`src/logic/soc_cfg.svh`:
```
// Configuration macros for the bus fabric and the system-control devices.
// Include this header wherever a width, slot index, device ID or count is
// needed. The package that holds the shared types includes it as well.

`ifndef SOC_CFG_SVH
`define SOC_CFG_SVH

// one data word and a word address
`define SOC_ARCH_BITS 32
`define SOC_ADDR_BITS 30

// slot select sits just above the 4 KB window
`define SOC_SLOT_BITS 2
`define SOC_WINDOW_WORDS_LOG2 10

// slot indices as seen by the router
`define SOC_SLOT_DEVTBL 0
`define SOC_SLOT_INTCTRL 1
`define SOC_SLOT_RAM 2
`define SOC_SLOT_INVALID 3

// device IDs reported by the device table
`define SOC_ID_DEVTBL 7
`define SOC_ID_INTCTRL 3
`define SOC_ID_RAM 1
`define SOC_ID_INVALID 0

// interrupt controller and scratch RAM sizing
`define SOC_INT_SRC_COUNT 2
`define SOC_RAM_WORDS_LOG2 8

// all ones is loaded into the reset counter on a reset request
`define SOC_RST_CNT_BITS 4

`endif

```
`src/logic/soc_pkg.sv`:
```
// Shared types for the peripheral bus.
// Holds the word, address, byte-select and slot vector types, the bus
// operation encoding and the request/response structs that travel between
// the master, the router and every slave. Import with soc_pkg::*.

`default_nettype none

`include "soc_cfg.svh"

package soc_pkg;

	typedef logic [`SOC_ARCH_BITS-1:0] word_t;
	typedef logic [`SOC_ADDR_BITS-1:0] waddr_t;
	typedef logic [`SOC_ARCH_BITS/8-1:0] bsel_t;
	typedef logic [`SOC_SLOT_BITS-1:0] slot_t;

	// RW returns the old word and writes the new one
	typedef enum logic [1:0] {
		PI1_NOP = 2'b00,
		PI1_WR = 2'b01,
		PI1_RD = 2'b10,
		PI1_RW = 2'b11
	} pi1_op_e;

	// held stable by the master until rdy is seen
	typedef struct packed {
		pi1_op_e op;
		waddr_t addr;
		word_t data;
		bsel_t sel;
	} pi1_req_t;

	// rdy is high for one cycle per request
	typedef struct packed {
		word_t data;
		logic rdy;
	} pi1_rsp_t;

endpackage

`default_nettype wire

```
`src/logic/dev_table.sv`:
```
// Device table slave.
// Software reads it to learn each slot's device ID and map size and the
// slot count. Offset 24 is the reset-control register; writing 2 asks for
// a warm reset and writing 1 asks for power-off, each as a one-cycle pulse
// in the cycle after the write's rdy. Values 0 and 3 are ignored.

`default_nettype none

`include "soc_cfg.svh"

module dev_table
	import soc_pkg::*;
(
	input wire logic clk120mhz,
	input wire logic rst_i,
	input wire pi1_req_t req_i,
	output pi1_rsp_t rsp_o,
	output logic warm_rst_req_o,
	output logic pwroff_req_o
);

	localparam int SLOT_COUNT = 1 << `SOC_SLOT_BITS;
	localparam int MAPSZ_BYTES = (1 << `SOC_WINDOW_WORDS_LOG2) * (`SOC_ARCH_BITS / 8);
	localparam int OFF_MAPSZ = 8;
	localparam int OFF_COUNT = 16;
	localparam int OFF_RSTCTRL = 24;

	logic [`SOC_WINDOW_WORDS_LOG2-1:0] offset;
	logic accept;
	logic rdy_q;
	logic [1:0] ctrl_q;
	logic warm_q;
	logic pwroff_q;
	word_t rd_word;
	word_t rd_q;

	function automatic word_t slot_id(input slot_t s);
		word_t id;
		case (s)
			`SOC_SLOT_DEVTBL: id = `SOC_ID_DEVTBL;
			`SOC_SLOT_INTCTRL: id = `SOC_ID_INTCTRL;
			`SOC_SLOT_RAM: id = `SOC_ID_RAM;
			`SOC_SLOT_INVALID: id = `SOC_ID_INVALID;
			default: id = '0;
		endcase
		return id;
	endfunction

	assign offset = req_i.addr[`SOC_WINDOW_WORDS_LOG2-1:0];
	// a held request is not served again while rdy is up
	assign accept = (req_i.op != PI1_NOP) && !rdy_q;

	always_comb begin
		rd_word = '0;
		if (offset < SLOT_COUNT)
			rd_word = slot_id(slot_t'(offset));
		else if (offset >= OFF_MAPSZ && offset < OFF_MAPSZ + SLOT_COUNT)
			rd_word = word_t'(MAPSZ_BYTES);
		else if (offset == OFF_COUNT)
			rd_word = word_t'(SLOT_COUNT);
	end

	always_ff @(posedge clk120mhz) begin
		if (rst_i) begin
			rdy_q <= 1'b0;
			ctrl_q <= 2'b00;
			warm_q <= 1'b0;
			pwroff_q <= 1'b0;
		end else begin
			rdy_q <= accept;
			// ctrl_q is non-zero only in the rdy cycle of a control write
			ctrl_q <= (accept && req_i.op == PI1_WR && offset == OFF_RSTCTRL) ?
				req_i.data[1:0] : 2'b00;
			warm_q <= (ctrl_q == 2'b10);
			pwroff_q <= (ctrl_q == 2'b01);
		end
	end

	always_ff @(posedge clk120mhz) begin
		if (accept)
			rd_q <= rd_word;
	end

	assign rsp_o = '{data: rd_q, rdy: rdy_q};
	assign warm_rst_req_o = warm_q;
	assign pwroff_req_o = pwroff_q;

endmodule

`default_nettype wire

```
`config.mk`:
```
export PLATFORM = sky130hd
export DESIGN_NAME = dev_table
export DESIGN_NICKNAME = d
export VERILOG_FILES = /design/src/logic/soc_pkg.sv /design/src/logic/dev_table.sv
export VERILOG_INCLUDE_DIRS = /design/src /design/src/logic
export SDC_FILE = /design/constraint.sdc
export NUM_CORES = 1
export LEC_CHECK = 0
export BUFFER_PORTS_ARGS = -buffer_cell sky130_fd_sc_hd__buf_2
export CAP_MARGIN = 20
export CORE_ASPECT_RATIO = 0.6
export CORE_UTILIZATION = 25
export DETAILED_ROUTE_END_ITERATION = 12
export PLACE_DENSITY = 0.82
export SLEW_MARGIN = 0
export SYNTH_ARGS = -nofsm -noshare
export SYNTH_HDL_FRONTEND = slang
export SYNTH_SLANG_ARGS = --single-unit
```
`constraint.sdc`:
```
create_clock -name clk120mhz -period 1.5 [get_ports clk120mhz]
set_input_delay 0.075 -clock clk120mhz [delete_from_list [all_inputs] [get_ports clk120mhz]]
set_output_delay 0.075 -clock clk120mhz [all_outputs]
set_load 0.01 [all_outputs]
```
* Word level (Yosys, flattened, before mapping)
Cells that the tools add are included.
Word-level totals: output and inout bits 35, input bits 70, register bits 37
Cells by class: bitwise logic cells 1, muxes and demuxes 4, magnitude comparators 3, equal/unequal tests 8, reduce and logical (&&, ||, !) cells 8
Operator list (number):
- 32-bit one-hot mux with 4 select lines | 1
- 32-bit two-way mux | 1
- 10-bit by 5-bit == test with 1-bit output (second input constant) | 2
- 13-bit two-way mux | 1
- 10-bit by 4-bit >= comparator with 1-bit output (second input constant) | 1
- 10-bit by 3-bit < comparator with 1-bit output (second input constant) | 1
- 10-bit by 4-bit < comparator with 1-bit output (second input constant) | 1
- 2-bit by 1-bit == test with 1-bit output (second input constant) | 3
- 2-bit == test (second input constant) | 3
- 1-bit logical AND | 4
- 3-bit two-way mux | 1
- 2-bit zero test | 1
- 2-bit nonzero test | 1
- 2-bit OR reduction | 1
- 1-bit zero test | 1
- 1-bit NOT | 1

* Logic depth before layout (Yosys ltp)
Gate-level depths: netlist of the first run.
depth in word-level cells 6, depth in mapped cells 3, gate-level depth less buffers 3

* Least setup slack after synthesis of the first run
OpenSTA, ideal clock, no wires.
path type in2reg, start in req_i[45] (netlist name), end reg rd_q[0] (data pin), cell stages on the path 3, data arrival time 1.058 ns, slack 0.302 ns, setup time 0.140 ns, path through or4_4 or3_4 a21oi_2
Between the ends: longest elaborated chain between the ends 4
Ends and longest elaborated chain:
- from (decl) | line dev_table.sv:16 | input wire pi1_req_t req_i,
- 10-bit by 4-bit >= comparator with 1-bit output or 10-bit by 4-bit < comparator with 1-bit output (tied branches) | line dev_table.sv:57 | else if (offset >= OFF_MAPSZ && offset < OFF_MAPSZ + SLOT_COUNT)
- 1-bit logical AND | line dev_table.sv:57
- 13-bit two-way mux | line dev_table.sv:57
- 32-bit two-way mux (*) | line dev_table.sv:55 | if (offset < SLOT_COUNT)
- to (signal assigned) | line dev_table.sv:81 | rd_q <= rd_word;
- to (decl) | line dev_table.sv:35 | word_t rd_q;
Mark *: on every way between the ends. The rest lies on a longest branch, timed or not. A chain may end at the register's enable or synchronous reset.

* Final worst setup path of the first run
start reg rdy_q, end reg ctrl_q[0]
Between the ends: longest elaborated chain between the ends 6
Ends and longest elaborated chain:
- from (decl) | line dev_table.sv:30 | logic rdy_q;
- from (signal assigned) | line dev_table.sv:70 | rdy_q <= accept;
- 1-bit zero test | line dev_table.sv:51 | assign accept = (req_i.op != PI1_NOP) && !rdy_q;
- 1-bit logical AND | line dev_table.sv:51
- 1-bit logical AND (2 in series) | line dev_table.sv:72 | ctrl_q <= (accept && req_i.op == PI1_WR && offset == OFF_RSTCTRL) ?
- 1-bit NOT (no line)
- 2-bit OR reduction (no line)
- to (signal assigned) | line dev_table.sv:72
- to (decl) | line dev_table.sv:31 | logic [1:0] ctrl_q;
No other way between the ends.

==> summary.txt, run 1 <==
Setup path
  – WP data required: 1.67 ns
  – Crit-path max FO: 4
  – Worst EP arrival: 1.43 ns
  – R2R setup slack: 0.24 ns
  – CP Launch Type: flip-flop
  – RR Startpoint: rdy_q
  – Crit Reg-Reg Endpoint: ctrl_q[0]
  – Critical Path Sink Type: flip-flop
  – Reg2reg path depth: 3
  – Critical path origin: rdy_q
  – WS Path Type: reg -> reg

Clock tree
  – CTS max path bufs: 2
  – Clock sink count: 9
  – Post-CTS setup buffer count: 0
  – Root buffer cell: clkbuf_8
  – Reg clk slew, reported paths: 0.04 ns
  – CTS Buf Count: 3
  – Worst skew pair latency: 0.23 ns
  – Post-CTS Resized: 0
  – CTS tree: yes
  – Hold-fix buffers at CTS: 0
  – H-tree depth: 1

Synth
  – Seq/Total Area, Yosys: 0.389
  – Syn. warnings: 0
  – Gate Count Post-Synth: 57
  – Netlist Area Pre-Place: 566 um2
  – Synth Register Bits: 9
  – Post-synth cell types: 16
  – Avg Inst Size Synth: 9.92 um2

Hold path
  – Hold Crit Start: req_i[5]
  – Cell count of the worst hold path: 2
  – Worst Hold Class: in -> reg
  – Endpoint of the worst hold path: ctrl_q[1]

Finish
  – Fin nets: 152
  – Most frequent cells in the layout: 28 x conb_1, 22 x buf_2, 5 x dfxtp_1
  – Fin cells: 109
  – Ant diodes: 0
  – Commonest non-fill, non-tap cell in the layout: conb_1
  – Area Overhead vs Synth: 13.1%
  – Layout cell share with drive strength beyond 1: 0.346
  – Fill count: 222

Place
  – Port bufs: 22
  – Inst Count DP: 105
  – GP Congestion: 0.799

Route
  – Drt wl/cell: 7.64 um
  – DRT Pass-1 Iters: 3
  – Iter 0 DRT Violations: 22
  – Vias after detailed routing: 385
  – DRT Wirelength: 833 um
  – Vias per Instance: 3.53
  – Residual DRC: 0
  – ANT nets after route: 0

Timing
  – Clock Skew: 0.00127 ns
  – Fmax: 0.791 GHz
  – Final period util: 0.842
  – Max Transition Viols Final: 0
  – Period minus WS final: 1.26 ns
  – Setup_tns: 0 ns
  – RSZ-0062 raised after global routing: no
  – Final Hold Fails: 0
  – # setup viols final: 0

Global route
  – GRT Util Overall: 0.0643
  – Largest net degree at the start of global routing: 6
  – Vias in the first global route: 297
  – Initial antenna violation count: 0
  – First-pass GRT wire length: 1.12 mm
  – Overflow after GRT: 0

Power
  – Sw Ratio: 0.233
  – Static Leak: 0.000317 uW
  – Worst VDD drop: 0.000238 V
  – Sequential share of power: 0.435
  – Clock power frac: 0.432
  – Int Pwr: 476 uW
  – P per Cell Area: 972 nW/um2
  – Net switching power: 145 uW
  – Combinational power share: 0.133

Floorplan
  – I/O pin count: 105
  – Die W: 63.4 um
  – Site Rows: 12
  – Area of the core: 1980 um2
  – Die Area: 2460 um2
  – Die Span Y: 38.8 um
  – Starting density of the core: 0.285

Outcome
  – Outcome: completed

Flow run
  – Max_cap viols: 0
flip-flops by register name, summed over array words and instances, names as in the netlist:
signal,flops
ctrl_q,2
pwroff_req_o,1
rd_q,4
rdy_q,1
warm_rst_req_o,1
worst max-delay path by stage:
| stage | to | slack, ns |
|---|---|---|
| floorplan | rd_q[0] | 0.30 |
| global placement | rd_q[0] | 0.17 |
| detailed placement | rd_q[0] | 0.16 |
| CTS | ctrl_q[0] | 0.23 |
| global route | ctrl_q[0] | 0.15 |
| finish | ctrl_q[0] | 0.24 |
kinds of logic after synthesis:
group           Yosys count  share of synthesized area
buf+inv                  29                      0.385
simple gates             17                      0.204
other cells               1                    0.00663
compound gates            1                     0.0155
flops                     9                      0.389
synthesized netlist by cell type:
master     n  area share
nor4_1     2       0.022
nor3_1     2       0.018
buf_4     29        0.38
or3_4      1       0.020
conb_1     1      0.0066
or4b_1     1       0.018
or3_1      1       0.011
a21oi_2    1       0.015
dfxtp_1    5        0.18
or4_4      1       0.020
nor3b_1    2       0.027
or4_1      1       0.013
edfxtp_1   4        0.21
nor2_1     3       0.020
nand3b_1   1       0.013
and2_1     2       0.022
area by class of cell:
| type | instances | area, um2 | area share |
|---|---|---|---|
| multi-input combinational | 46 | 229 | 0.358 |
| sequential | 9 | 220 | 0.344 |
| timing repair buffer | 22 | 110 | 0.172 |
| clock buffer | 4 | 45.0 | 0.0705 |
| tap | 28 | 35.0 | 0.0548 |
metrics by stage:
stage | hold slack, ns | area [um2] | setup slack (ns) | total power [uW] | utilization
6_report | 0.0509 | 639 | 0.236 | 622 | 0.323
5_1_grt | 0.0636 | 639 | 0.149 | 654 | 0.323
4_1_cts | 0.0496 | 639 | 0.228 | 628 | 0.323
3_5_place_dp | 0.284 | 594 | 0.163 | 356 | 0.300
3_3_place_gp | 0.285 | 594 | 0.171 | 354 | 0.300
2_1_floorplan | 0.151 | 667 | 0.302 | 378 | -
power groups by stage:
stage	Clock [uW]	Sequential, uW	Combinational, uW
global placement	0	274	79.6
floorplan	0	279	99.3
finish	268	270	82.8
CTS	276	271	81.5
detailed placement	0	275	81.1
global route	291	271	91.3
worst max-delay path, cell delays in order (launching register included):
cell	delay, ns
dfxtp_1	0.33
or4_1	0.47
nor4_1	0.24
and2_1	0.17
metal layers:
layer	share of wire	vias up	GRT usage	wire, um
met5	0	-	0	0
met3	0.12	0	0.0235	98
li1	-	183	-	-
met2	0.57	24	0.130	471
met4	0	0	0.0511	0
met1	0.31	178	0.0538	262
(Power assumes the default switching activity.)
==> inputs of run 2 (changes only) <==
- clock period: 1.5 -> 1.2 ns (I/O delays scaled with it)
==> run 2 against run 1 <==
Compared with the run above: first-iteration DRC count decreased by 4.5%; die area unchanged; routed wire length increased by 12%; sequential share of layout area decreased by 2.1 points; worst hold slack got worse by 0.018 ns; clock skew about the same.
==> summary.txt, run 2 (same netlist as run 1, synthesis figures left out) <==
Route
  – Drt wl/cell: 8.36 um (+9.4%)
  – Vias after detailed routing: 390 (+1.3%)
  – Vias per Instance: 3.48 (-1.4%)
  – DRT Wirelength: 936 um (+12%)
  – ANT nets after route: 0 (unchanged)
  – DRT Pass-1 Iters: 3 (unchanged)
  – Iter 0 DRT Violations: 21 (-4.5%)
  – Residual DRC: 0 (unchanged)

Place
  – GP Congestion: 0.797 (-0.33%)
  – Pre-CTS setup slack: -0.145 ns (-0.308 ns)
  – Port bufs: 22 (unchanged)
  – HPWL Detailed: 781 um

Clock tree
  – Root buffer cell: clkbuf_8
  – CTS max path bufs: 2 (unchanged)
  – CTS Buf Count: 3 (unchanged)
  – Worst skew pair latency: 0.23 ns (about the same)
  – Reg clk slew, reported paths: 0.04 ns (about the same)
  – CTS tree: yes
  – H-tree depth: 1 (unchanged)
  – Post-CTS setup buffer count: 0 (unchanged)
  – Clock sink count: 9 (unchanged)

Setup path
  – Crit path largest cell delay: 0.50 ns (+0.03 ns)
  – CP Buf/Inv Count: 0 (unchanged)
  – Critical path origin: rdy_q
  – Cell family with most CP delay: simple AND/OR/NAND/NOR gates
  – RR Startpoint: rdy_q
  – WP data required: 1.37 ns (-0.30 ns)
  – WS Path Type: reg -> reg
  – Worst EP arrival: 1.33 ns (-0.10 ns)
  – CP Cell Sequence: or4_4 > nor4_4 > and2_1
  – Critical Path Sink Type: flip-flop
  – Crit-path max FO: 2 (-2)
  – CP Launch Type: flip-flop
  – Slowest-stage cell, CP: or4_4

Floorplan
  – Die Area: 2460 um2 (unchanged)
  – Die Span Y: 38.8 um (unchanged)
  – Die W: 63.4 um (unchanged)
  – Area of the core: 1980 um2 (unchanged)
  – I/O pin count: 105 (unchanged)
  – Site Rows: 12 (unchanged)
  – Starting density of the core: 0.285 (unchanged)

Timing
  – Final Hold Fails: 0 (unchanged)
  – Fmax: 0.867 GHz (+9.6%)
  – # setup viols final: 0 (unchanged)
  – RSZ-0062 raised after global routing: no
  – Clock Skew: 0.00176 ns (+0.000484 ns)
  – Max Transition Viols Final: 0 (unchanged)
  – Period minus WS final: 1.15 ns (-0.111 ns)
  – Final period util: 0.961 (+0.118)
  – Final WS setup: 0.0470 ns (-0.189 ns)

Finish
  – Max reg flops: 4 (unchanged)
  – Commonest non-fill, non-tap cell in the layout: conb_1
  – Register area: 220 um2 (unchanged)
  – Ant diodes: 0 (unchanged)
  – Multi-input gate area: 248 um2 (+8.2%)
  – Top Registers: rd_q (4), ctrl_q (2)
  – Largest Register: rd_q
  – Most frequent cells in the layout: 28 x conb_1, 22 x buf_2, 5 x dfxtp_1
  – Layout cell share with drive strength beyond 1: 0.393 (+0.0472)
  – Final Util: 0.343 (+0.0208)
  – Fill count: 211 (-5.0%)
  – Fin nets: 155 (+2.0%)
  – Area Overhead vs Synth: 20.4%

Outcome
  – Outcome: completed

Power
  – Worst VDD drop: 0.000276 V (+16%)
  – P per Cell Area: 1180 nW/um2 (+21%)
  – Static Leak: 0.000345 uW (+8.6%)

Flow run
  – Max_cap viols: 0 (unchanged)

Global route
  – Initial antenna violation count: 0 (unchanged)
  – Vias in the first global route: 303 (+2.0%)
  – Largest net degree at the start of global routing: 6 (unchanged)
  – GRT Util Overall: 0.0744 (+0.0100)
  – Overflow after GRT: 0 (unchanged)
  – First-pass GRT wire length: 1.28 mm (+14%)

Hold path
  – Worst Hold Class: in -> reg
  – Hold Crit Start: req_i[4]
[run 2: cell types whose count changed in the layout (fill, tap and decap cells not counted)]
cell,before,now
buf_4,0,3
nor4_4,0,1
nor4_1,2,1
or4_1,1,0
or4_4,1,2
[run 2: per-stage QoR]
step,total power [uW],setup TNS (ns),hold WS [ns],cells,instance area (um2)
2_1_floorplan,473,0,0.136,84,667
3_3_place_gp,451,-0.271,0.263,108,617
3_5_place_dp,455,-0.354,0.263,108,617
4_1_cts,804,0,0.0314,112,668
5_1_grt,834,0,0.0332,112,681
6_report,800,0,0.0328,112,681
[run 2: layout make-up]
type,count,area share
well taps,28,0.0515
repair buffers,25,0.195
clock buffers,4,0.0662
flip-flops and latches,9,0.324
multi-input cells,46,0.364
[run 2: path summary, 6_finish.rpt]
path                                endpoint  slack [ns]  depth (start not counted)
worst max-delay path               ctrl_q[0]        0.05                          3
worst min-delay path               ctrl_q[0]        0.03                          2
worst max register to register     ctrl_q[0]        0.05                          3
worst min register to register  pwroff_req_o        0.41                          1
[run 2: timing repair]
| item | in CTS | in global routing |
|---|---|---|
| endpoints found under the hold margin | 0 | 0 |
| resized for setup | 1 | 2 |
| setup endpoints to repair | 2 | 2 |
| hold buffers | 0 | 0 |
[run 2: worst register-to-register path, cell delays in order (launching register included)]
cell     delay [ns]
dfxtp_1        0.31
or4_4          0.50
nor4_4         0.14
and2_1         0.15
[run 2: power breakdown]
part,internal (uW),switching (uW),total (uW)
clock,231,113,344
combinational,39.8,78.5,118
sequential,334,3.39,337
total,605,195,800
[run 2: routing by layer]
layer	vias to the layer above	part of all wire	track usage
met2	26	0.56	0.146
met1	175	0.32	0.0645
li1	189	-	-
met3	0	0.11	0.0235
met5	-	0	0
met4	0	0	0.0682
