==> config.mk <==
export PLATFORM = sky130hd
export DESIGN_NAME = pi1_router
export DESIGN_NICKNAME = d
export VERILOG_FILES = /design/src/logic/soc_pkg.sv /design/src/logic/pi1_router.sv
export VERILOG_INCLUDE_DIRS = /design/src /design/src/logic
export SDC_FILE = /design/constraint.sdc
export NUM_CORES = 1
export LEC_CHECK = 0
export BUFFER_PORTS_ARGS = -buffer_cell sky130_fd_sc_hd__buf_4
export CELL_PAD_IN_SITES_DETAIL_PLACEMENT = 1
export CELL_PAD_IN_SITES_GLOBAL_PLACEMENT = 1
export CORE_AREA = 4 4 158 160
export DETAILED_ROUTE_END_ITERATION = 6
export DIE_AREA = 0 0 162 164
export PLACE_DENSITY = 0.55
export SYNTH_ARGS = -nofsm -noshare
export SYNTH_HDL_FRONTEND = slang
export SYNTH_SLANG_ARGS = --single-unit
==> constraint.sdc <==
create_clock -name vclk -period 4.6
set_clock_uncertainty 0.05 [all_clocks]
set_input_delay 0.46 -clock vclk [all_inputs]
set_output_delay 0.46 -clock vclk [all_outputs]
set_load 0.02 [all_outputs]
==> src/logic/soc_cfg.svh <==
// Configuration macros for the bus fabric and the system-control devices.
// Include this header wherever a width, slot index, device ID or count is
// needed. The package that holds the shared types includes it as well.

`ifndef SOC_CFG_SVH
`define SOC_CFG_SVH

// one data word and a word address
`define SOC_ARCH_BITS 32
`define SOC_ADDR_BITS 30

// slot select sits just above the 4 KB window
`define SOC_SLOT_BITS 2
`define SOC_WINDOW_WORDS_LOG2 10

// slot indices as seen by the router
`define SOC_SLOT_DEVTBL 0
`define SOC_SLOT_INTCTRL 1
`define SOC_SLOT_RAM 2
`define SOC_SLOT_INVALID 3

// device IDs reported by the device table
`define SOC_ID_DEVTBL 7
`define SOC_ID_INTCTRL 3
`define SOC_ID_RAM 1
`define SOC_ID_INVALID 0

// interrupt controller and scratch RAM sizing
`define SOC_INT_SRC_COUNT 2
`define SOC_RAM_WORDS_LOG2 8

// all ones is loaded into the reset counter on a reset request
`define SOC_RST_CNT_BITS 4

`endif

==> src/logic/soc_pkg.sv <==
// Shared types for the peripheral bus.
// Holds the word, address, byte-select and slot vector types, the bus
// operation encoding and the request/response structs that travel between
// the master, the router and every slave. Import with soc_pkg::*.

`default_nettype none

`include "soc_cfg.svh"

package soc_pkg;

	typedef logic [`SOC_ARCH_BITS-1:0] word_t;
	typedef logic [`SOC_ADDR_BITS-1:0] waddr_t;
	typedef logic [`SOC_ARCH_BITS/8-1:0] bsel_t;
	typedef logic [`SOC_SLOT_BITS-1:0] slot_t;

	// RW returns the old word and writes the new one
	typedef enum logic [1:0] {
		PI1_NOP = 2'b00,
		PI1_WR = 2'b01,
		PI1_RD = 2'b10,
		PI1_RW = 2'b11
	} pi1_op_e;

	// held stable by the master until rdy is seen
	typedef struct packed {
		pi1_op_e op;
		waddr_t addr;
		word_t data;
		bsel_t sel;
	} pi1_req_t;

	// rdy is high for one cycle per request
	typedef struct packed {
		word_t data;
		logic rdy;
	} pi1_rsp_t;

endpackage

`default_nettype wire

==> src/logic/pi1_router.sv <==
// Single-master router for the peripheral bus.
// Decodes the word address into fixed 4 KB windows, steers the request to
// the selected slave with every other slave seeing NOP, and returns only
// the selected slave's response. The invalid-device slot lives here and
// answers at once with zero data; addresses past the last slot land there.

`default_nettype none

`include "soc_cfg.svh"

module pi1_router
	import soc_pkg::*;
(
	input wire logic clk120mhz,
	input wire logic rst_i,
	input wire pi1_req_t master_req_i,
	output pi1_rsp_t master_rsp_o,
	output pi1_req_t devtbl_req_o,
	input wire pi1_rsp_t devtbl_rsp_i,
	output pi1_req_t intctrl_req_o,
	input wire pi1_rsp_t intctrl_rsp_i,
	output pi1_req_t ram_req_o,
	input wire pi1_rsp_t ram_rsp_i
);

	localparam int SLOT_LSB = `SOC_WINDOW_WORDS_LOG2;
	localparam int UPPER_LSB = `SOC_WINDOW_WORDS_LOG2 + `SOC_SLOT_BITS;

	slot_t slot;
	logic upper_hit;
	pi1_rsp_t invalid_rsp;

	// only the addressed slave gets the real op
	function automatic pi1_req_t steer(input pi1_req_t req, input logic hit);
		pi1_req_t out;
		out = req;
		if (!hit)
			out.op = PI1_NOP;
		return out;
	endfunction

	// anything above the slot field falls into the invalid slot
	assign upper_hit = |master_req_i.addr[`SOC_ADDR_BITS-1:UPPER_LSB];
	assign slot = upper_hit ? slot_t'(`SOC_SLOT_INVALID) :
		master_req_i.addr[SLOT_LSB +: `SOC_SLOT_BITS];

	assign devtbl_req_o = steer(master_req_i, slot == slot_t'(`SOC_SLOT_DEVTBL));
	assign intctrl_req_o = steer(master_req_i, slot == slot_t'(`SOC_SLOT_INTCTRL));
	assign ram_req_o = steer(master_req_i, slot == slot_t'(`SOC_SLOT_RAM));

	// invalid slot completes in the same cycle
	assign invalid_rsp = '{data: '0, rdy: (master_req_i.op != PI1_NOP)};

	always_comb begin
		case (slot)
			slot_t'(`SOC_SLOT_DEVTBL): master_rsp_o = devtbl_rsp_i;
			slot_t'(`SOC_SLOT_INTCTRL): master_rsp_o = intctrl_rsp_i;
			slot_t'(`SOC_SLOT_RAM): master_rsp_o = ram_rsp_i;
			default: master_rsp_o = invalid_rsp;
		endcase
	end

	// a slave answers only while its own window is still addressed
	assert property (@(posedge clk120mhz) disable iff (rst_i)
		(!devtbl_rsp_i.rdy || slot == slot_t'(`SOC_SLOT_DEVTBL)) &&
		(!intctrl_rsp_i.rdy || slot == slot_t'(`SOC_SLOT_INTCTRL)) &&
		(!ram_rsp_i.rdy || slot == slot_t'(`SOC_SLOT_RAM)))
		else $error("unselected slave raised rdy, slot %0d", slot);

endmodule

`default_nettype wire

# [After elaboration in Yosys (flattened, before gate mapping)]
# Index checks and enable logic that the tools add are counted.
[totals] register_bits=0 inputBits=169 output_inout_bits=237 elab_cells=10
[op_classes] n_eq_ne=2 muxes=5 n_reduce_logical=3
[op_table] cell="33-bit case mux with 3 select lines" count=1
[op_table] cell="18-bit OR reduction" count=1
[op_table] cell="2-bit 2-to-1 mux" count=4
[op_table] cell="2-bit by 1-bit equality test with 1-bit output (second input constant)" count=1
[op_table] cell="2-bit equality test (second input constant)" count=1
[op_table] cell="2-bit zero test" count=1
[op_table] cell="2-bit nonzero test" count=1

# [Longest topological paths before layout]
# Gate-level depths: netlist (run 1).
[logic_depth] ltp_word=4 mapped_depth=6 ltp_nobuf=4

# [Least setup slack after synthesis (run 1)]
# No wires, ideal clock.
[synth_timing] path_type="input-to-output" start="input port master_req_i[63] (netlist name)" end="output port master_rsp_o[10] (netlist name)" arrival_time_ns=1.942 required_ns=4.090 setup_slack_ns=2.148 cell_stages=6 n_path_buf=2 cell_sequence="or4_4 -> nor4_4 -> and4_4 -> buf_12 -> buf_12 -> a32o_1"
[synth_lines] element="start: declaration" line="pi1_router.sv:16" rtl="input wire pi1_req_t master_req_i,"
[synth_lines] element="end: declaration" line="pi1_router.sv:17" rtl="output pi1_rsp_t master_rsp_o,"

==> impl_results.md, run 1 <==
* Crit share post-route at 64.1%
* Antenna violations before repair at 1
* Max-cap violations at 0
* Worst rel slew slack at 49.5%
* Yosys warns at 0
* Core Area at 23400 sq um
* Cell Pwr Density at 73.4 nW/um^2
* Wirelength, routed at 11.3 mm
* Largest area contributor in the netlist: buf_4
* Diode count at 0
* Fill cell count at 2864
* Antenna-violating nets left at 0
* Hold Violations, Final at 0
* Commonest cells in the synthesized netlist: 198 x buf_4, 37 x nor2_1, 33 x mux2i_1
* CLK BUF at 0
* Die area at between 20000 and 30000 sq um
* Synth area leaders: buf_4 58%, mux2i_1 13%, a32o_1 12%
* Met2 global-route usage at 13.4%
* Pre-CTS setup slack at 1.62 ns
* FF+latch area at 0 sq um
* Leak at around 1.5 nW
* WS Path Type: input port to output port
* Power, Total at 221 uW
* Finish-stage setup viols at 0
* TritonRoute pass-1 iters at 6
* Worst setup margin at 1.65 ns
* F_max at 0.339 GHz
* Seq/Total Area, Yosys at 0%
* Crit end category: output port
* Dpl hpwl at 8.62 mm
* Unrepaired setup endpoints after global routing: no
* Simple-Gate Fraction of Synth Area at 10.0%
* Xor and xnor area share after synthesis at 0%
* Critical Path RT at 4.09 ns
* Chip width at around 160 um
* Io pins at 406
* Synth Net Count at 508
* GRT Overall Usage at 7.53%
* Row cnt at 56
* Worst Hold Class: input port to output port
* Initial DRC count at 80
* Met1 Track Usage GR at 8.59%
* Worst-path fanout max at 38
* Critical path data arrival time at 2.44 ns
* Setup Fix Bufs, Post-CTS at 0
* Syn avg cell area at 7.61 sq um
* Largest net degree at the start of global routing at 43
* Syn Inst Count at 339
* Vias post-DR at 2198
* First-pass GRT wire length at 15.3 mm
* Starting Density at 11.0%
* Area grow syn2layout at 16.7%
* Seq_cells at 0
* Worst Setup SP: master_req_i[63]
* Layout cell share with drive strength beyond 1 at 65.9%
* Congestion Overflow GR at 0
* Compound-cell area share of the yosys netlist at approximately an eighth
* Fin crit period at between 2 and 3 ns
* Hold buffers post-CTS at 0
* Post-CTS sizing at 0
* DR WL/cell at ~17 um
* Largest family of logic cells by synthesized area: buffers and inverters
* Mux contribution to synthesized area at 12.8%
* Peak supply drop at around 0.058 mV
* Synth cell types at 21
* Top Usage Layer GRT: met2
* Vias in the first global route at about 2300
* Critical Path End: master_rsp_o[0]
* Slew @ Worst Pin at 0.757 ns
* Slew Limit Fails at 0
* Final net count at 514
* Die height at 164 um
* Mapped Area at 2580 sq um
* RD Place Congestion at 0.717
* Vias per cell at 3.32
* Post-Synth Adder-Cell Area at 0%
* Post-synth top area share at a little under 60%
* Grt met3 use at 1.88%
* Most common cell in the synthesized netlist: buf_4
* Setup TNS at 0 ns
* Worst setup SP type: input port
* Port Buffers at 220
* DRC at 0
* Status: complete, no violations
## cell type report
class              count  area (sq um)  share of cell area (%)
repair buffers       222          1670                    55.4
inverters              1          3.75                   0.125
multi-input cells    120           941                    31.3
well taps            319           399                    13.3
## critical path, cell delays in order
cell and delay [ns]:
buf_4 0.12, or4_4 0.55, nor4_4 0.24, buf_4 0.49, a311oi_1 0.18, a41oi_1 0.21, buf_4 0.17
## stage by stage
stage,utilization (%),instance area [sq um],hold WS (ns),instances
final,12.9,3010,0.870,662
after global routing,12.9,3010,0.870,662
after CTS,12.9,3010,0.870,662
after detailed placement,12.9,3010,0.870,662
after global placement,12.9,3010,0.870,662
after floorplan,-,2580,0.983,339
## metal layers
metal  up-vias  routed length (um)
met5         -                  20
met4         2                 511
met3        57                1050
met2       159                5460
met1      1015                4240
li1        965                   -
## worst min path at each step
stage	from	end	slack [ns]	cells past startpoint
after CTS	master_req_i[2]	ram_req_o[2]	0.87	0
after global placement	master_req_i[2]	ram_req_o[2]	0.87	0
after global routing	master_req_i[1]	devtbl_req_o[1]	0.87	0
after floorplan	master_req_i[0]	devtbl_req_o[0]	0.98	1
after detailed placement	master_req_i[2]	ram_req_o[2]	0.87	0
final	master_req_i[41]	ram_req_o[41]	0.87	0
## report_power, final
group / total [mW] / switching (mW) / internal (mW)
clock network: 0 / 0 / 0
registers: 0 / 0 / 0
logic: 0.221 / 0.103 / 0.118
total: 0.221 / 0.103 / 0.118
## kinds of logic (layout without fill, tap and decap cells)
family,after synthesis,count (layout)
buffers and inverters,219,223
AOI/OAI and AO/OA,35,35
muxes,33,33
and+or+nand+nor,52,52
## cell usage in the layout, fill, tap and decap left out, drive strengths merged, types with 2 or more instances in the layout
master	netlist	layout
and4	3	3
buf	211	222
and3	2	2
and2	2	2
or4	4	4
a32o	32	32
mux2i	33	33
nor2	37	37
nand2	3	3
(Power assumes the default switching activity.)
==> run 2: changes to the inputs <==
Settings changed: ABC_AREA set to 1, CORE_AREA 4 4 158 160 to 4 4 154 156, DIE_AREA 0 0 162 164 to 0 0 158 160, PLACE_DENSITY 0.55 to 0.61.
Clock period 4.6 ns to 2.7 ns, I/O delays scaled along.
==> run 2 against run 1 <==
Net effect: combinational power grew 35%; power grew 35%; core utilization shrank 0.32 points; synthesized cell count grew 11%; wire length shrank 21%; clock-buffer cell count is the same; die area shrank 4.8%.
==> impl_results.md, run 2 <==
* Post-Synth Adder-Cell Area at 0%
* Grt met3 use at 2.76%
* Commonest cells in the synthesized netlist: 201 x buf_4, 101 x nand2_1, 36 x nand3_1
* Row cnt at 55
* Dpl hpwl at 7.97 mm
* Crit end category: output port
* Largest net degree at the start of global routing at 20
* Worst Hold Class: input port to output port
* Finish-stage setup viols at 0
* Compound-cell area share of the yosys netlist at 0%
* Simple-Gate Fraction of Synth Area at 31.4%
* Largest area contributor in the netlist: buf_4
* Area grow syn2layout at 21.5%
* Diode count at 0
* Largest family of logic cells by synthesized area: buffers and inverters
* Congestion Overflow GR at 0
* Fin crit period at 2.21 ns
* Number of instances on the worst hold path at 0
* DRC at 0
* Most frequent cells in the layout: 226 x buf_4, 101 x nand2_1, 36 x nand3_1
* WS Path Type: input port to output port
* Critical Path RT at around 2.4 ns
* Max-cap violations at 0
* Syn Inst Count at between 300 and 400
* Critical path data arrival time at between 1.5 and 2 ns
* Hold Violations, Final at 0
* Layout cell share with drive strength beyond 1 at between 50% and 60%
* Antenna violations before repair at 0
* Hold buffers post-CTS at 0
* Fill cell count at 2776
* Met2 global-route usage at 10.7%
* Starting Density at roughly 10%
* RD Place Congestion at 0.641
* Vias post-DR at 2119
* Vias in the first global route at 2171
* Setup TNS at 0 ns
* Port Buffers at 220
* Mux contribution to synthesized area at 0%
* Worst-path fanout max at 19
* Met1 Track Usage GR at 6.03%
* Crit share post-route at 81.8%
* Slew @ Worst Pin at 0.285 ns
* Synth Net Count at 546
* Most common cell in the synthesized netlist: buf_4
* Peak supply drop at 0.0362 mV
* TritonRoute pass-1 iters at 4
* Worst rel slew slack at 81.0%
* Die height at 160 um
* Most common cell after layout, fill and taps aside: buf_4
* Xor and xnor area share after synthesis at 0%
* First-pass GRT wire length at 12.2 mm
* Wirelength, routed at 8.96 mm
* FF+latch area at 0 sq um
* Seq_cells at 0
* Syn avg cell area at 6.13 sq um
* DR WL/cell at 13.2 um
* Vias per cell at between 3 and 4
* Cell Pwr Density at 107 nW/um^2
* Synth area leaders: buf_4 65%, nand2_1 16%, nand3_1 7.8%
* Mapped Area at roughly 2300 sq um
* Core Area at around 22000 sq um
* Power, Total at around 300 uW
* Unrepaired setup endpoints after global routing: no
* Slew Limit Fails at 0
* CLK BUF at 0
* Setup Fix Bufs, Post-CTS at 0
* Die area at 25300 sq um
* Status: complete, no violations
* F_max at 0.453 GHz
* Io pins at 406
* Synth cell types at 15
* Antenna-violating nets left at 0
* Initial DRC count at between 40 and 50
* Top Usage Layer GRT: met2
* Post-synth top area share at 65.3%
* Yosys warns at 0
* Chip width at 158 um
* GRT Overall Usage at 6.05%
* Post-CTS sizing at 0
* Seq/Total Area, Yosys at 0%
* Final net count at about 570
* Leak at 1.46 nW
* Worst setup SP type: input port
## run 2: path summary, 6_finish.rpt
check             start               end  slack (ns)
max    master_req_i[61]  master_rsp_o[10]        0.49
min    master_req_i[40]  devtbl_req_o[40]        0.49
## run 2: stage by stage
| stage | instances | worst slack, ns | cell area (sq um) | utilization [%] | hold WS (ns) |
|---|---|---|---|---|---|
| 6_report | 681 | 0.491 | 2810 | 12.5 | 0.490 |
| 5_1_grt | 681 | 0.323 | 2810 | 12.5 | 0.490 |
| 4_1_cts | 681 | 0.447 | 2810 | 12.5 | 0.490 |
| 3_5_place_dp | 681 | 0.455 | 2810 | 12.5 | 0.490 |
| 3_3_place_gp | 681 | 0.495 | 2810 | 12.5 | 0.490 |
| 2_1_floorplan | 377 | 0.910 | 2310 | - | 0.603 |
## run 2: cells by family after synthesis
logic type | count (synthesis)
buffers and inverters | 214
AND/OR/NAND/NOR | 163
## run 2: layout make-up
| class | instances | area, sq um | area share [%] |
|---|---|---|---|
| well taps | 285 | 357 | 12.7 |
| multi-input cells | 163 | 726 | 25.9 |
| repair buffers | 226 | 1700 | 60.5 |
| inverters | 7 | 26.3 | 0.937 |
## run 2: power breakdown
group	internal, mW	leakage, nW	total [mW]	switching [mW]
logic	0.171	1.46	0.299	0.128
clock network	0	0	0	0
registers	0	0	0	0
total	0.171	1.46	0.299	0.128
## run 2: metal layers
metal	wire length, um	vias to the layer above	share of wire, %
met5	0	-	0
met4	406	0	4.5
met3	1370	42	15
met2	4230	178	47
met1	2950	901	33
li1	-	998	-
## run 2: worst max-delay path: stages
cell and delay (ns):
buf_4 0.12, nor2_1 0.15, nand2_1 0.08, nor2_2 0.24
nand4_2 0.19, nor2_4 0.13, buf_4 0.28, nand2_1 0.10
nand3_1 0.14, buf_4 0.17
==> run 3: changes to the inputs <==
Settings changed: ABC_AREA 1 to 0, CORE_AREA 4 4 154 156 to 4 4 157 159, DIE_AREA 0 0 158 160 to 0 0 161 163, PLACE_DENSITY 0.61 to 0.58.
Clock period 2.7 ns to 1.9 ns, I/O delays scaled along.
==> run 3 against run 2 <==
Net effect: the run now ends with negative setup slack left; sequential cell count did not move; largest cell class unchanged; via count rose by 6.3%; die area is 3.8% higher; sequential share of layout area did not move; highest routed layer unchanged; worst hold slack got worse by 0.16 ns; core utilization up 3.0 points; critical endpoint is now master_rsp_o[19]; wire length is 31% higher.
==> impl_results.md, run 3 (same netlist as run 1, synthesis figures left out) <==
* Status: complete, but fails checks
* Failing checks: negative setup slack
* Antenna-violating nets left at 0
* Critical path data arrival time at 1.92 ns
* Critical Path RT at 1.66 ns
* FF+latch area at 0 sq um
* Antenna violations before repair at 0
* Worst setup SP type: input port
* Power, Total at 588 uW
* Crit end category: output port
* First-pass GRT wire length at around 16 mm
* Diode count at 0
* CP Cell Sequence: buf_6, or4_4, nor4_4, and4_4, clkbuf_16, a32o_2, buf_6
* TritonRoute pass-1 iters at 4
* Fill cell count at 2801
* Row cnt at 56
* Slew @ Worst Pin at 0.302 ns
* Seq_cells at 0
* Peak supply drop at 0.0851 mV
* Io pins at 406
* Hold Violations, Final at 0
* Dpl hpwl at 9.65 mm
* RD Place Congestion at 0.710
* Most common cell after layout, fill and taps aside: buf_4
* Fin util at between 10% and 20%
* Final net count at around 550
* Setup TNS at -8.83 ns
* Cell Pwr Density at approximately 160 nW/um^2
* Port Buffers at 220
* Hold WS at between 0.3 and 0.4 ns
* Unrepaired setup endpoints after global routing: yes
* CP max-delay cell: or4_4
* Die height at around 160 um
* Max-cap violations at 0
* Slew Limit Fails at 0
* Post-route cell area at 3620 sq um
* WS Path Type: input port to output port
* Core Area at roughly 23000 sq um
* DR WL/cell at 16.9 um
* F_max at 0.464 GHz
* Die area at ~26000 sq um
* Vias in the first global route at 2497
* Layout cell share with drive strength beyond 1 at 78.9%
* Worst-path fanout max at 11
* GRT Overall Usage at 7.91%
* Most frequent CP cell: buf_6
* Leak at about 1.9 nW
* Worst setup margin at -0.257 ns
* Vias per cell at around 3.3
* Congestion Overflow GR at 0
* Fin crit period at 2.16 ns
* Finish-stage setup viols at 39
* Most frequent cells in the layout: 198 x buf_4, 45 x buf_6, 36 x nor2_1
* Worst Hold Class: input port to output port
* Crit share post-route at 114%
* Chip width at 161 um
* Hold buffers post-CTS at 0
* CLK BUF at 0
* Area grow syn2layout at 40.4%
* Area after DPL at 3290 sq um
* Starting Density at 11.1%
* Initial DRC count at 58
* Wirelength, routed at 11.7 mm
* DRC at 0
* Largest net degree at the start of global routing at 26
* Vias post-DR at 2253
* Worst rel slew slack at 79.9%
* CP max stage delay at 0.55 ns
==> run 3: changes by cell type in the layout (fill, tap and decap cells not counted), moves of 28 or more <==
cell and delta:
mux2i_1 +33, buf_4 -28, buf_6 +45, nand2_1 -98, nand3_1 -36, a32o_2 +30
==> run 3: area by class of cell <==
class,instances,area [sq um],share of cell area [%]
Inverter,1,3.75,0.104
Multi-Input combinational cell,120,1020,28.3
Tap cell,319,399,11.0
Timing Repair Buffer,253,2190,60.6
==> run 3: where the power goes <==
| part | total (mW) | leakage [nW] | switching [mW] | internal (mW) |
|---|---|---|---|---|
| Clock | 0 | 0 | 0 | 0 |
| Sequential | 0 | 0 | 0 | 0 |
| Combinational | 0.588 | 1.89 | 0.266 | 0.322 |
| Total | 0.588 | 1.89 | 0.266 | 0.322 |
==> run 3: repair_timing <==
item,in CTS,in global routing
setup buffers,6,2
resized for setup,49,11
cloned,0,1
endpoints found under the setup margin,39,39
pin swaps,3,3
==> run 3: worst paths after layout <==
check / cells past startpoint / slack (ns) / endpoint / from
setup / recovery: 7 / -0.26 / master_rsp_o[19] / master_req_i[58]
hold / removal: 0 / 0.33 / intctrl_req_o[37] / master_req_i[37]
==> run 3: metrics by stage <==
step	setup WS, ns	instances
3_5_place_dp	-0.322	685
3_3_place_gp	-0.289	685
2_1_floorplan	0.0311	339
5_1_grt	-0.325	693
4_1_cts	-0.300	691
6_report	-0.257	693
==> run 3: critical path, delay by kind of cell <==
kind	cells	cell delay [ns]
compound gates	1	0.14
buf+inv	3	0.40
simple gates	3	1.18
==> run 3: layer usage <==
| layer | wire, um | vias to the layer above | share of wire (%) | track usage [%] |
|---|---|---|---|---|
| met4 | 463 | 0 | 4.0 | 2.95 |
| met1 | 4150 | 1047 | 35 | 8.47 |
| met2 | 5990 | 133 | 51 | 14.7 |
| met3 | 1110 | 44 | 9.5 | 2.40 |
| li1 | - | 1029 | - | - |
| met5 | 0 | - | 0 | 0 |
