File: config.mk
export PLATFORM = sky130hd
export DESIGN_NAME = reset_seq
export DESIGN_NICKNAME = d
export VERILOG_FILES = /design/src/logic/reset_seq.sv
export VERILOG_INCLUDE_DIRS = /design/src /design/src/logic
export SDC_FILE = /design/constraint.sdc
export NUM_CORES = 1
export LEC_CHECK = 0
export BUFFER_PORTS_ARGS = -buffer_cell sky130_fd_sc_hd__buf_2
export CAP_MARGIN = 25
export CORE_AREA = 2 2 39 41
export CTS_CLUSTER_DIAMETER = 150
export DETAILED_ROUTE_END_ITERATION = 6
export DIE_AREA = 0 0 41 43
export PLACE_DENSITY_LB_ADDON = 0.1
export SYNTH_ARGS = -nofsm -noshare
export SYNTH_HDL_FRONTEND = slang
export SYNTH_SLANG_ARGS = --single-unit
File: constraint.sdc
create_clock -name clk120mhz -period 1.28 [get_ports clk120mhz]
set_input_delay 0.128 -clock clk120mhz [delete_from_list [all_inputs] [get_ports clk120mhz]]
set_output_delay 0.128 -clock clk120mhz [all_outputs]
set_load 0.05 [all_outputs]
File: src/logic/soc_cfg.svh
// Configuration macros for the bus fabric and the system-control devices.
// Include this header wherever a width, slot index, device ID or count is
// needed. The package that holds the shared types includes it as well.

`ifndef SOC_CFG_SVH
`define SOC_CFG_SVH

// one data word and a word address
`define SOC_ARCH_BITS 32
`define SOC_ADDR_BITS 30

// slot select sits just above the 4 KB window
`define SOC_SLOT_BITS 2
`define SOC_WINDOW_WORDS_LOG2 10

// slot indices as seen by the router
`define SOC_SLOT_DEVTBL 0
`define SOC_SLOT_INTCTRL 1
`define SOC_SLOT_RAM 2
`define SOC_SLOT_INVALID 3

// device IDs reported by the device table
`define SOC_ID_DEVTBL 7
`define SOC_ID_INTCTRL 3
`define SOC_ID_RAM 1
`define SOC_ID_INVALID 0

// interrupt controller and scratch RAM sizing
`define SOC_INT_SRC_COUNT 2
`define SOC_RAM_WORDS_LOG2 8

// all ones is loaded into the reset counter on a reset request
`define SOC_RST_CNT_BITS 4

`endif

File: src/logic/reset_seq.sv
// System reset sequencer.
// A board reset or a warm-reset request reloads a down-counter, and the
// system stays in reset until it reaches zero. A power-off request sets a
// latch that holds the system in reset until the next board reset.

`default_nettype none

`include "soc_cfg.svh"

module reset_seq (
	input wire logic clk120mhz,
	input wire logic rst_p,
	input wire logic warm_rst_req_i,
	input wire logic pwroff_req_i,
	output logic soc_rst_o,
	output logic poweroff_o
);

	logic [`SOC_RST_CNT_BITS-1:0] cnt_q;
	logic poweroff_q;

	always_ff @(posedge clk120mhz) begin
		if (rst_p || warm_rst_req_i)
			cnt_q <= '1;
		else if (cnt_q != '0)
			cnt_q <= cnt_q - 1'b1;
	end

	// only the board reset clears power-off
	always_ff @(posedge clk120mhz) begin
		if (rst_p)
			poweroff_q <= 1'b0;
		else if (pwroff_req_i)
			poweroff_q <= 1'b1;
	end

	assign soc_rst_o = (cnt_q != '0) || poweroff_q;
	assign poweroff_o = poweroff_q;

	assert property (@(posedge clk120mhz) (poweroff_o && !rst_p) |=> poweroff_o)
		else $error("poweroff_o fell without rst_p");

endmodule

`default_nettype wire

### Word level (Yosys, flattened, before mapping)

Index checks and enable logic that the tools add are counted.
Widths: inputs -> output; s select.

| storage, ports and cells | value |
|---|---|
| bits in registers | 5 |
| bits of input ports | 4 |
| output and inout port bits | 2 |
| logic and storage cells | 6 |

| operators by class | value |
|---|---|
| $add $sub $neg | 1 |
| reduce and logical (&&, ||, !) cells | 3 |

Operator list:

| kind | count |
|---|---|
| $reduce_bool 4->1 | 1 |
| $sub 4x1->4 const B | 1 |
| $logic_or 1x1->1 | 2 |

### Depth between registers and ports, before layout

Gate-level depths: netlist (run 1).

| depth | value |
|---|---|
| word-level depth | 2 |
| gate-level depth with buffers | 4 |
| mapped depth without buffers | 4 |

### Worst setup path before layout (run 1)

OpenSTA, ideal clock, no wires.

| path | value |
|---|---|
| path kind | register to output |
| start point | register cnt_q[0] |
| end point | output soc_rst_o |
| arrival | 1315 ps |
| data required time | 1152 ps |
| slack | -163 ps |
| cell stages (with the launch flop) | 5 |
| buffers on the path | 0 |
| cell sequence | dfxtp_1 > inv_1 > ha_1 > nor3b_1 > nand2b_1 |

| between the ends | value |
|---|---|
| cells in the longest elaborated chain, start to end | 2 |

Ends and longest elaborated chain:

| item | RTL line | RTL |
|---|---|---|
| start, declared | reset_seq.sv:19 | `` logic [`SOC_RST_CNT_BITS-1:0] cnt_q; `` |
| start signal, assigned | reset_seq.sv:26 | `cnt_q <= cnt_q - 1'b1;` |
| $reduce_bool 4->1 | reset_seq.sv:37 | `assign soc_rst_o = (cnt_q != '0) \|\| poweroff_q;` |
| $logic_or 1x1->1 | reset_seq.sv:37 |  |
| end, declared | reset_seq.sv:15 | `output logic soc_rst_o,` |

Every way passes these cells.

### Worst setup path after layout (run 1)

Same ends and word-level chain as after synthesis.

==> metrics.log, run 1 <==
[metrics] total length of routed wires: 561 um
[metrics] total non-filler cell area in the finished layout: 405 sq um
[metrics] Synth-to-Final Area Change: 60.4%
[metrics] dpl cells: 52
[metrics] Final Worst Setup Slack: -0.0794 ns
[metrics] Avg WL per Cell: 9.84 um
[metrics] vertical die dimension: 43 um
[metrics] Starting Density: 18.3%
[metrics] Reg clk slew, reported paths: 0.05 ns
[metrics] fraction of layout cells with a size suffix above 1: 48.8%
[metrics] compound-gate portion of the synthesized area: 8.91%
[metrics] CTS HTree Levels: 1
[metrics] non-filler cells in the finished layout: 57
[metrics] utilization after layout: 29.3%
[metrics] Sequential Area: 103 sq um
[metrics] worst setup timing slack at the placement stage: 0.0709 ns
[metrics] maximum VDD drop: 338 uV
[metrics] Cell Area, Synth: 253 sq um
[metrics] post-DP HPWL: 438 um
[metrics] final setup violating endpoints: 1
[metrics] pin count of the biggest net entering global routing: 7
[metrics] clock skew: 0.00441 ns
[metrics] antenna violations before repair: 0
[metrics] share of cell area taken by muxes after synthesis: 7.92%
[metrics] total CTS buffers: 3
[metrics] parity-gate share of the synthesized area counting xor and xnor cells: 0%
[metrics] net count reported at finish: 48
[metrics] CP endpoint kind: primary output
[metrics] first-pass GRT wire length: 876 um
[metrics] power density over the cells: 976 nW/um^2
[metrics] path class of the lowest-slack min-delay path: primary input to flip-flop
[metrics] Placed Area: 335 sq um
[metrics] count of vias placed by the detailed router: 235
[metrics] max-slew violation count: 0
[metrics] violations in the final reports: negative setup slack
[metrics] slew at the pin with the worst max-slew slack: 0.248 ns
[metrics] Max FO, Critical Path: 3
[metrics] horizontal die dimension: 41 um
[metrics] max_slew headroom: 83.6%
[metrics] most frequent standard cell in the layout excluding fill and tap cells: buf_4
[metrics] count of filler cells inserted in the layout: 154
[metrics] final weighted congestion in routability-driven placement: 0.655
[metrics] critical path type: flip-flop to primary output
[metrics] main combinational cell family by area after synthesis: simple AND/OR/NAND/NOR gates
[metrics] Clk Latency, worst-skew pair: 0.24 ns
[metrics] Fmax: 0.736 GHz
[metrics] antenna violation net count after detailed routing: 0
[metrics] clk sinks: 5
[metrics] number of I/O pins: 6
[metrics] average vias per placed instance: 4.12
[metrics] Netlist cell types: 13
[metrics] total number of yosys warnings: 0
[metrics] DRC violation count after routing: 0
[metrics] CTS Buffer Depth: 2
[metrics] cell chosen for the clock root: clkbuf_4
[metrics] Lkg Pwr: 0.186 nW
[metrics] Final Critical Period: 1.36 ns
[metrics] share of the yosys chip area belonging to registers: 39.6%
[metrics] Rows: 14
[metrics] RSZ-0062 raised after global routing: true
[metrics] Avg Cell Area, Syn: 9.36 sq um
[metrics] overall die area: 1760 sq um
[metrics] synthesized instance count: 27
[metrics] max-cap check violation count: 0
[metrics] Mapped Nets: 33
[metrics] number of iterations in the first detailed-routing pass: 1
[metrics] port bufs: 5
[metrics] simple-gate portion of the synthesized area: 30.7%
[metrics] number of antenna repair diodes: 0
[metrics] #FFs+latches synth: 5
[metrics] vias in the first global route: 227
[metrics] number of hold buffers added after CTS: 0
[metrics] total global routing track utilization: 7.63%
[metrics] data required time of the critical path: 1.15 ns
[metrics] Final Hold Fails: 0
[metrics] CORE AREA: 1380 sq um
[metrics] total area of multi-input combinational cells: 176 sq um
[metrics] global route total overflow: 0
[metrics] startpoint class of the critical path: flip-flop
[metrics] outcome: complete, but fails checks
[metrics] commonest cells after routing, fill and taps aside: buf_4 (5), buf_2 (4), nor2_1 (3), clkbuf_4 (3), dfxtp_1 (3)
[metrics] initial DRC count: 0
[metrics] CTS tree: yes
[metrics] Crit path arrival time: 1.23 ns
[metrics] share of synthesized cell area in full adder, half adder and majority cells: 9.90%
[metrics] final worst path period share: 106%
logic make-up (layout without fill, tap and decap cells):
kind of cell    after synthesis  in the layout
simple gates                 13             13
buf+inv                       2             16
fa+ha+maj                     2              2
flops                         5              5
compound gates                3              3
mux                           2              2
timing repair:
action                     4_1_cts  5_1_grt
gates resized for setup         10        1
setup endpoints to repair        1        1
pin swaps                        1        1
buffers inserted                 0        1
synthesized netlist by cell type (all sizes together):
cell,number,area share [%]
dfxtp,5,40
nor2,3,4.5
nor3b,3,8.9
ha,2,9.9
inv,2,3.0
mux2i,2,7.9
nand2b,2,4.9
nor3,2,4.0
o211ai,2,5.9
nor2b,1,2.5
o31ai,1,3.0
or2b,1,3.0
or4,1,3.0
path summary, 6_finish.rpt:
check	start	slack [ns]	endpoint	cells past startpoint
worst max-delay path	cnt_q[0]	-0.08	soc_rst_o	5
worst min-delay path	pwroff_req_i	0.09	poweroff_o	3
worst max register to register	cnt_q[0]	0.10	cnt_q[3]	3
worst min register to register	poweroff_o	0.48	poweroff_o	2
worst max-delay path, cell delays in order (launching register included):
cell,delay (ns)
dfxtp_2,0.32
inv_2,0.07
ha_4,0.14
nor3b_4,0.24
nand2b_4,0.07
buf_8,0.15
flip-flops by register name, indices dropped and copies added (netlist names):
register and flops:
cnt_q 4, poweroff_o 1
routing by layer:
layer	track usage [%]	wire length, um
met5	0	0
met3	1.57	20
met4	8.00	0
met1	7.72	236
met2	11.6	304
metrics by stage:
step	power, mW	TNS [ns]	hold WS [ns]
4_1_cts	0.405	-0.0995	0.0855
3_5_place_dp	0.207	0	0.340
2_1_floorplan	0.188	0	0.200
3_3_place_gp	0.206	0	0.336
6_report	0.395	-0.0794	0.0923
5_1_grt	0.423	-0.130	0.126
where the power goes:
group | internal (mW) | switching [mW] | leakage (nW) | total, mW
Clock | 0.118 | 0.0664 | 0.0150 | 0.184
Sequential | 0.162 | 0.00341 | 0.0403 | 0.166
Combinational | 0.0210 | 0.0246 | 0.131 | 0.0456
area by class of cell:
| cell class | count | share of cell area (%) |
|---|---|---|
| clock buffers | 4 | 6.48 |
| inverters | 2 | 1.85 |
| multi-input cells | 20 | 43.5 |
| flip-flops and latches | 5 | 25.3 |
| well taps | 16 | 4.94 |
| repair buffers | 10 | 17.9 |
Note: power is estimated with default switching activity, not from simulation.
==> run 2, diff against run 1 <==
--- a/config.mk
+++ b/config.mk
@@ -6,7 +6,7 @@
 export SDC_FILE = /design/constraint.sdc
 export NUM_CORES = 1
 export LEC_CHECK = 0
-export BUFFER_PORTS_ARGS = -buffer_cell sky130_fd_sc_hd__buf_2
+export BUFFER_PORTS_ARGS = -buffer_cell sky130_fd_sc_hd__buf_4
 export CAP_MARGIN = 25
 export CORE_AREA = 2 2 39 41
 export CTS_CLUSTER_DIAMETER = 150
==> run 2 against run 1 <==
The run still ends with negative setup slack left. Critical path type unchanged. Power rose by 1.6%. Fmax rose by 2.6%. Worst setup slack improved by 0.034 ns. Non-clock buffer count rose by 2. Register-to-register slack got worse by 0.11 ns. Highest routed layer is now met4. Largest power group unchanged. Die area did not move. Clock-buffer cell count did not move. Core utilization rose by 1.4 points.
==> metrics.log, run 2 (synthesized netlist as in run 1, its figures left out) <==
[metrics] CP endpoint kind: primary output
[metrics] net count reported at finish: 50
[metrics] switching share of power: 24.4%
[metrics] Rows: 14
[metrics] number of antenna repair diodes: 0
[metrics] commonest cells after routing, fill and taps aside: buf_4 (11), nor2_1 (3), clkbuf_4 (3), dfxtp_1 (3)
[metrics] RSZ-0062 raised after global routing: true
[metrics] Crit path arrival time: 1.20 ns
[metrics] DRC violation count after routing: 0
[metrics] power density over the cells: 945 nW/um^2
[metrics] CTS HTree Levels: 1
[metrics] CORE AREA: 1380 sq um
[metrics] number of I/O pins: 6
[metrics] clk sinks: 5
[metrics] Reg clk slew, reported paths: 0.05 ns
[metrics] first-pass GRT wire length: 986 um
[metrics] critical path type: flip-flop to primary output
[metrics] clock skew: 0.00397 ns
[metrics] vertical die dimension: 43 um
[metrics] Clk Latency, worst-skew pair: 0.25 ns
[metrics] Fmax: 0.754 GHz
[metrics] final weighted congestion in routability-driven placement: 0.687
[metrics] number of hold buffers added after CTS: 0
[metrics] Avg WL per Cell: 9.46 um
[metrics] overall die area: 1760 sq um
[metrics] CTS tree: yes
[metrics] Switch Pwr: 98.0 uW
[metrics] total CTS buffers: 3
[metrics] final setup violating endpoints: 2
[metrics] utilization after layout: 30.7%
[metrics] total length of routed wires: 558 um
[metrics] Final Critical Period: 1.33 ns
[metrics] max-slew violation count: 0
[metrics] antenna violations before repair: 0
[metrics] initial DRC count: 3
[metrics] Largest register FFs: 4
[metrics] violations in the final reports: negative setup slack
[metrics] Final Worst Setup Slack: -0.0455 ns
[metrics] share of total power in combinational logic: 11.8%
[metrics] most frequent standard cell in the layout excluding fill and tap cells: buf_4
[metrics] Max FO, Critical Path: 2
[metrics] max-cap check violation count: 0
[metrics] WHS: 0.0822 ns
[metrics] max_slew headroom: 84.4%
[metrics] total power consumption of the routed design: 402 uW
[metrics] data required time of the critical path: 1.15 ns
[metrics] startpoint class of the critical path: flip-flop
[metrics] Synth-to-Final Area Change: 68.3%
[metrics] final worst path period share: 104%
[metrics] slew at the pin with the worst max-slew slack: 0.232 ns
[metrics] post-DP HPWL: 380 um
[metrics] cell chosen for the clock root: clkbuf_4
[metrics] sequential group share of total power: 41.2%
[metrics] average vias per placed instance: 4.31
[metrics] vias in the first global route: 258
[metrics] maximum VDD drop: 391 uV
[metrics] number of iterations in the first detailed-routing pass: 4
[metrics] Most flops, register: cnt_q
[metrics] port bufs: 5
[metrics] fraction of layout cells with a size suffix above 1: 51.2%
[metrics] antenna violation net count after detailed routing: 0
[metrics] total global routing track utilization: 8.73%
[metrics] global route total overflow: 0
[metrics] path class of the lowest-slack min-delay path: primary input to flip-flop
[metrics] Internal Dissipation: 304 uW
[metrics] total non-filler cell area in the finished layout: 425 sq um
[metrics] Lkg Pwr: 0.197 nW
[metrics] Starting Density: 18.3%
[metrics] pin count of the biggest net entering global routing: 7
[metrics] Placed Area: 340 sq um
[metrics] outcome: complete, but fails checks
[metrics] horizontal die dimension: 41 um
[metrics] CTS Buffer Depth: 2
[metrics] relative contribution of the clock network to total power: 47.0%
[metrics] count of vias placed by the detailed router: 254
[metrics] Final Hold Fails: 0
==> run 2: per-stage QoR <==
step	cells	worst slack, ns	TNS [ns]
after floorplan	27	0.0682	0
after global placement	51	0.0988	0
after detailed placement	51	0.0509	0
after CTS	58	-0.0593	-0.0715
after global routing	59	-0.115	-0.197
final	59	-0.0455	-0.0570
==> run 2: path summary, 6_finish.rpt <==
kind,startpoint,cells past startpoint,to,slack (ns)
worst max-delay path,cnt_q[1],5,soc_rst_o,-0.05
worst min-delay path,rst_p,2,poweroff_o,0.08
worst max register to register,cnt_q[1],5,cnt_q[3],-0.01
worst min register to register,poweroff_o,2,poweroff_o,0.49
==> run 2: power groups by stage <==
| stage | registers (mW) | clock network, mW | logic [mW] |
|---|---|---|---|
| 3_3_place_gp | 0.167 | 0 | 0.0415 |
| 5_1_grt | 0.166 | 0.212 | 0.0523 |
| 4_1_cts | 0.166 | 0.199 | 0.0459 |
| 6_report | 0.166 | 0.189 | 0.0473 |
| 2_1_floorplan | 0.176 | 0 | 0.0118 |
| 3_5_place_dp | 0.167 | 0 | 0.0415 |
==> run 2: per-layer routing <==
metal  part of all wire [%]  GRT usage, %  wire length, um  up-vias
met5                      0             0                0        -
met4                    2.5          6.00               14        0
met3                    5.0          4.71               28        2
met2                     55          11.9              305        6
met1                     37          9.97              209      119
li1                       -             -                -      127
==> run 2: layout make-up <==
class / count / area, sq um
clock buffers: 4 / 26.3
fillers: 147 / 958
inverters: 2 / 7.51
multi-input cells: 20 / 171
flip-flops and latches: 5 / 103
well taps: 16 / 20.0
repair buffers: 12 / 97.6
==> run 2: what timing repair did <==
item | CTS | global route
gates resized for setup | 9 | 0
setup buffers | 3 | 1
pin swaps | 1 | 0
setup endpoints to repair | 1 | 4
==> run 2: critical path, stage by stage (launching register included) <==
cell and delay [ns]:
dfxtp_2 0.32, inv_2 0.07, ha_4 0.13, nor3b_4 0.20
nand2b_2 0.09, buf_8 0.15
==> run 3, diff against run 2 <==
--- a/config.mk
+++ b/config.mk
@@ -13,6 +13,7 @@
 export DETAILED_ROUTE_END_ITERATION = 6
 export DIE_AREA = 0 0 41 43
 export PLACE_DENSITY_LB_ADDON = 0.1
+export SKIP_CTS_REPAIR_TIMING = 1
 export SYNTH_ARGS = -nofsm -noshare
 export SYNTH_HDL_FRONTEND = slang
 export SYNTH_SLANG_ARGS = --single-unit
==> run 3 against run 2 <==
The run still ends with negative setup slack left. Clock power barely moved. Worst setup slack got worse by 0.016 ns. Sequential cell count did not move. Via count fell by 6.7%. Critical endpoint unchanged. Largest cell class unchanged. Largest power group unchanged.
==> metrics.log, run 3 (synthesized netlist as in run 1, its figures left out) <==
[metrics] max-cap check violation count: 0
[metrics] fraction of layout cells with a size suffix above 1: 45.0%
[metrics] CP endpoint kind: primary output
[metrics] worst reg2reg setup slack: 0.07 ns
[metrics] maximum VDD drop: 386 uV
[metrics] Rows: 14
[metrics] data required time of the critical path: 1.15 ns
[metrics] port bufs: 5
[metrics] clk sinks: 5
[metrics] final setup violating endpoints: 1
[metrics] critical path type: flip-flop to primary output
[metrics] global route total overflow: 0
[metrics] number of antenna repair diodes: 0
[metrics] Synth-to-Final Area Change: 60.9%
[metrics] initial DRC count: 4
[metrics] CTS tree: yes
[metrics] final weighted congestion in routability-driven placement: 0.687
[metrics] number of I/O pins: 6
[metrics] most frequent standard cell in the layout excluding fill and tap cells: buf_4
[metrics] Final Hold Fails: 0
[metrics] path class of the lowest-slack min-delay path: primary input to flip-flop
[metrics] total length of routed wires: 514 um
[metrics] startpoint class of the critical path: flip-flop
[metrics] max-slew violation count: 0
[metrics] final worst path period share: 105%
[metrics] DRC violation count after routing: 0
[metrics] Max FO, Critical Path: 3
[metrics] total CTS buffers: 3
[metrics] first-pass GRT wire length: 862 um
[metrics] CTS HTree Levels: 1
[metrics] antenna violations before repair: 0
[metrics] outcome: complete, but fails checks
[metrics] Fmax: 0.746 GHz
[metrics] Lkg Pwr: 0.184 nW
[metrics] violations in the final reports: negative setup slack
[metrics] Reg clk slew, reported paths: 0.05 ns
[metrics] count of vias placed by the detailed router: 237
[metrics] total global routing track utilization: 7.83%
[metrics] utilization after layout: 29.4%
[metrics] Most flops, register: cnt_q
[metrics] overall die area: 1760 sq um
[metrics] Avg WL per Cell: 9.18 um
[metrics] Clk Latency, worst-skew pair: 0.25 ns
[metrics] pin count of the biggest net entering global routing: 7
[metrics] commonest cells after routing, fill and taps aside: buf_4 (8), dfxtp_1 (4), nor2_1 (3), clkbuf_4 (3)
[metrics] Starting Density: 18.3%
[metrics] slew at the pin with the worst max-slew slack: 0.210 ns
[metrics] net count reported at finish: 47
[metrics] Final Worst Setup Slack: -0.0612 ns
[metrics] number of iterations in the first detailed-routing pass: 2
[metrics] average vias per placed instance: 4.23
[metrics] CORE AREA: 1380 sq um
[metrics] antenna violation net count after detailed routing: 0
[metrics] RSZ-0062 raised after global routing: true
[metrics] horizontal die dimension: 41 um
[metrics] cell chosen for the clock root: clkbuf_4
[metrics] post-DP HPWL: 380 um
[metrics] clock skew: 0.00375 ns
[metrics] Largest register FFs: 4
[metrics] CTS Buffer Depth: 2
[metrics] vertical die dimension: 43 um
[metrics] Final Critical Period: 1.34 ns
[metrics] WHS: 0.0831 ns
[metrics] power density over the cells: 984 nW/um^2
[metrics] max_slew headroom: 86.0%
[metrics] Crit path arrival time: 1.21 ns
[metrics] vias in the first global route: 232
run 3: cell count changes in the layout (fill, tap and decap cells not counted):
cell,change
dfxtp_2,-1
nand2b_4,+1
buf_4,-3
nand2b_2,-1
dfxtp_1,+1
run 3: report_power, final:
group | switching (mW) | internal [mW]
logic | 0.0233 | 0.0227
registers | 0.00363 | 0.162
clock network | 0.0707 | 0.118
total | 0.0976 | 0.303
run 3: worst max-delay path: stages (launching register included):
cell	delay (ns)
dfxtp_2	0.32
inv_2	0.07
ha_4	0.13
nor3b_4	0.23
nand2b_4	0.07
buf_8	0.15
run 3: path summary, 6_finish.rpt:
check / from / to / depth (start not counted)
max: cnt_q[1] / soc_rst_o / 5
min: rst_p / poweroff_o / 2
max reg2reg: cnt_q[0] / cnt_q[3] / 3
min reg2reg: poweroff_o / poweroff_o / 2
run 3: through the flow:
step	area, sq um	setup slack [ns]	instances	total power, mW	setup TNS [ns]
2_1_floorplan	260	0.0682	27	0.188	0
5_1_grt	407	-0.125	56	0.429	-0.125
3_3_place_gp	340	0.0988	51	0.209	0
4_1_cts	367	-0.130	55	0.404	-0.130
6_report	407	-0.0612	56	0.400	-0.0612
3_5_place_dp	340	0.0509	51	0.209	0
run 3: layer usage:
metal | track usage, % | part of all wire [%] | up-vias
met5 | 0 | 0 | -
met4 | 6.00 | 2.7 | 0
met3 | 4.71 | 5.4 | 2
met2 | 10.6 | 49 | 6
met1 | 8.36 | 42 | 107
li1 | - | - | 122
run 3: layout make-up:
type	count	area, sq um
Tap cell	16	20.0
Clock buffer	4	26.3
Timing Repair Buffer	9	75.1
Multi-Input combinational cell	20	176
Sequential cell	5	101
Inverter	2	7.51
Fill cell	151	977
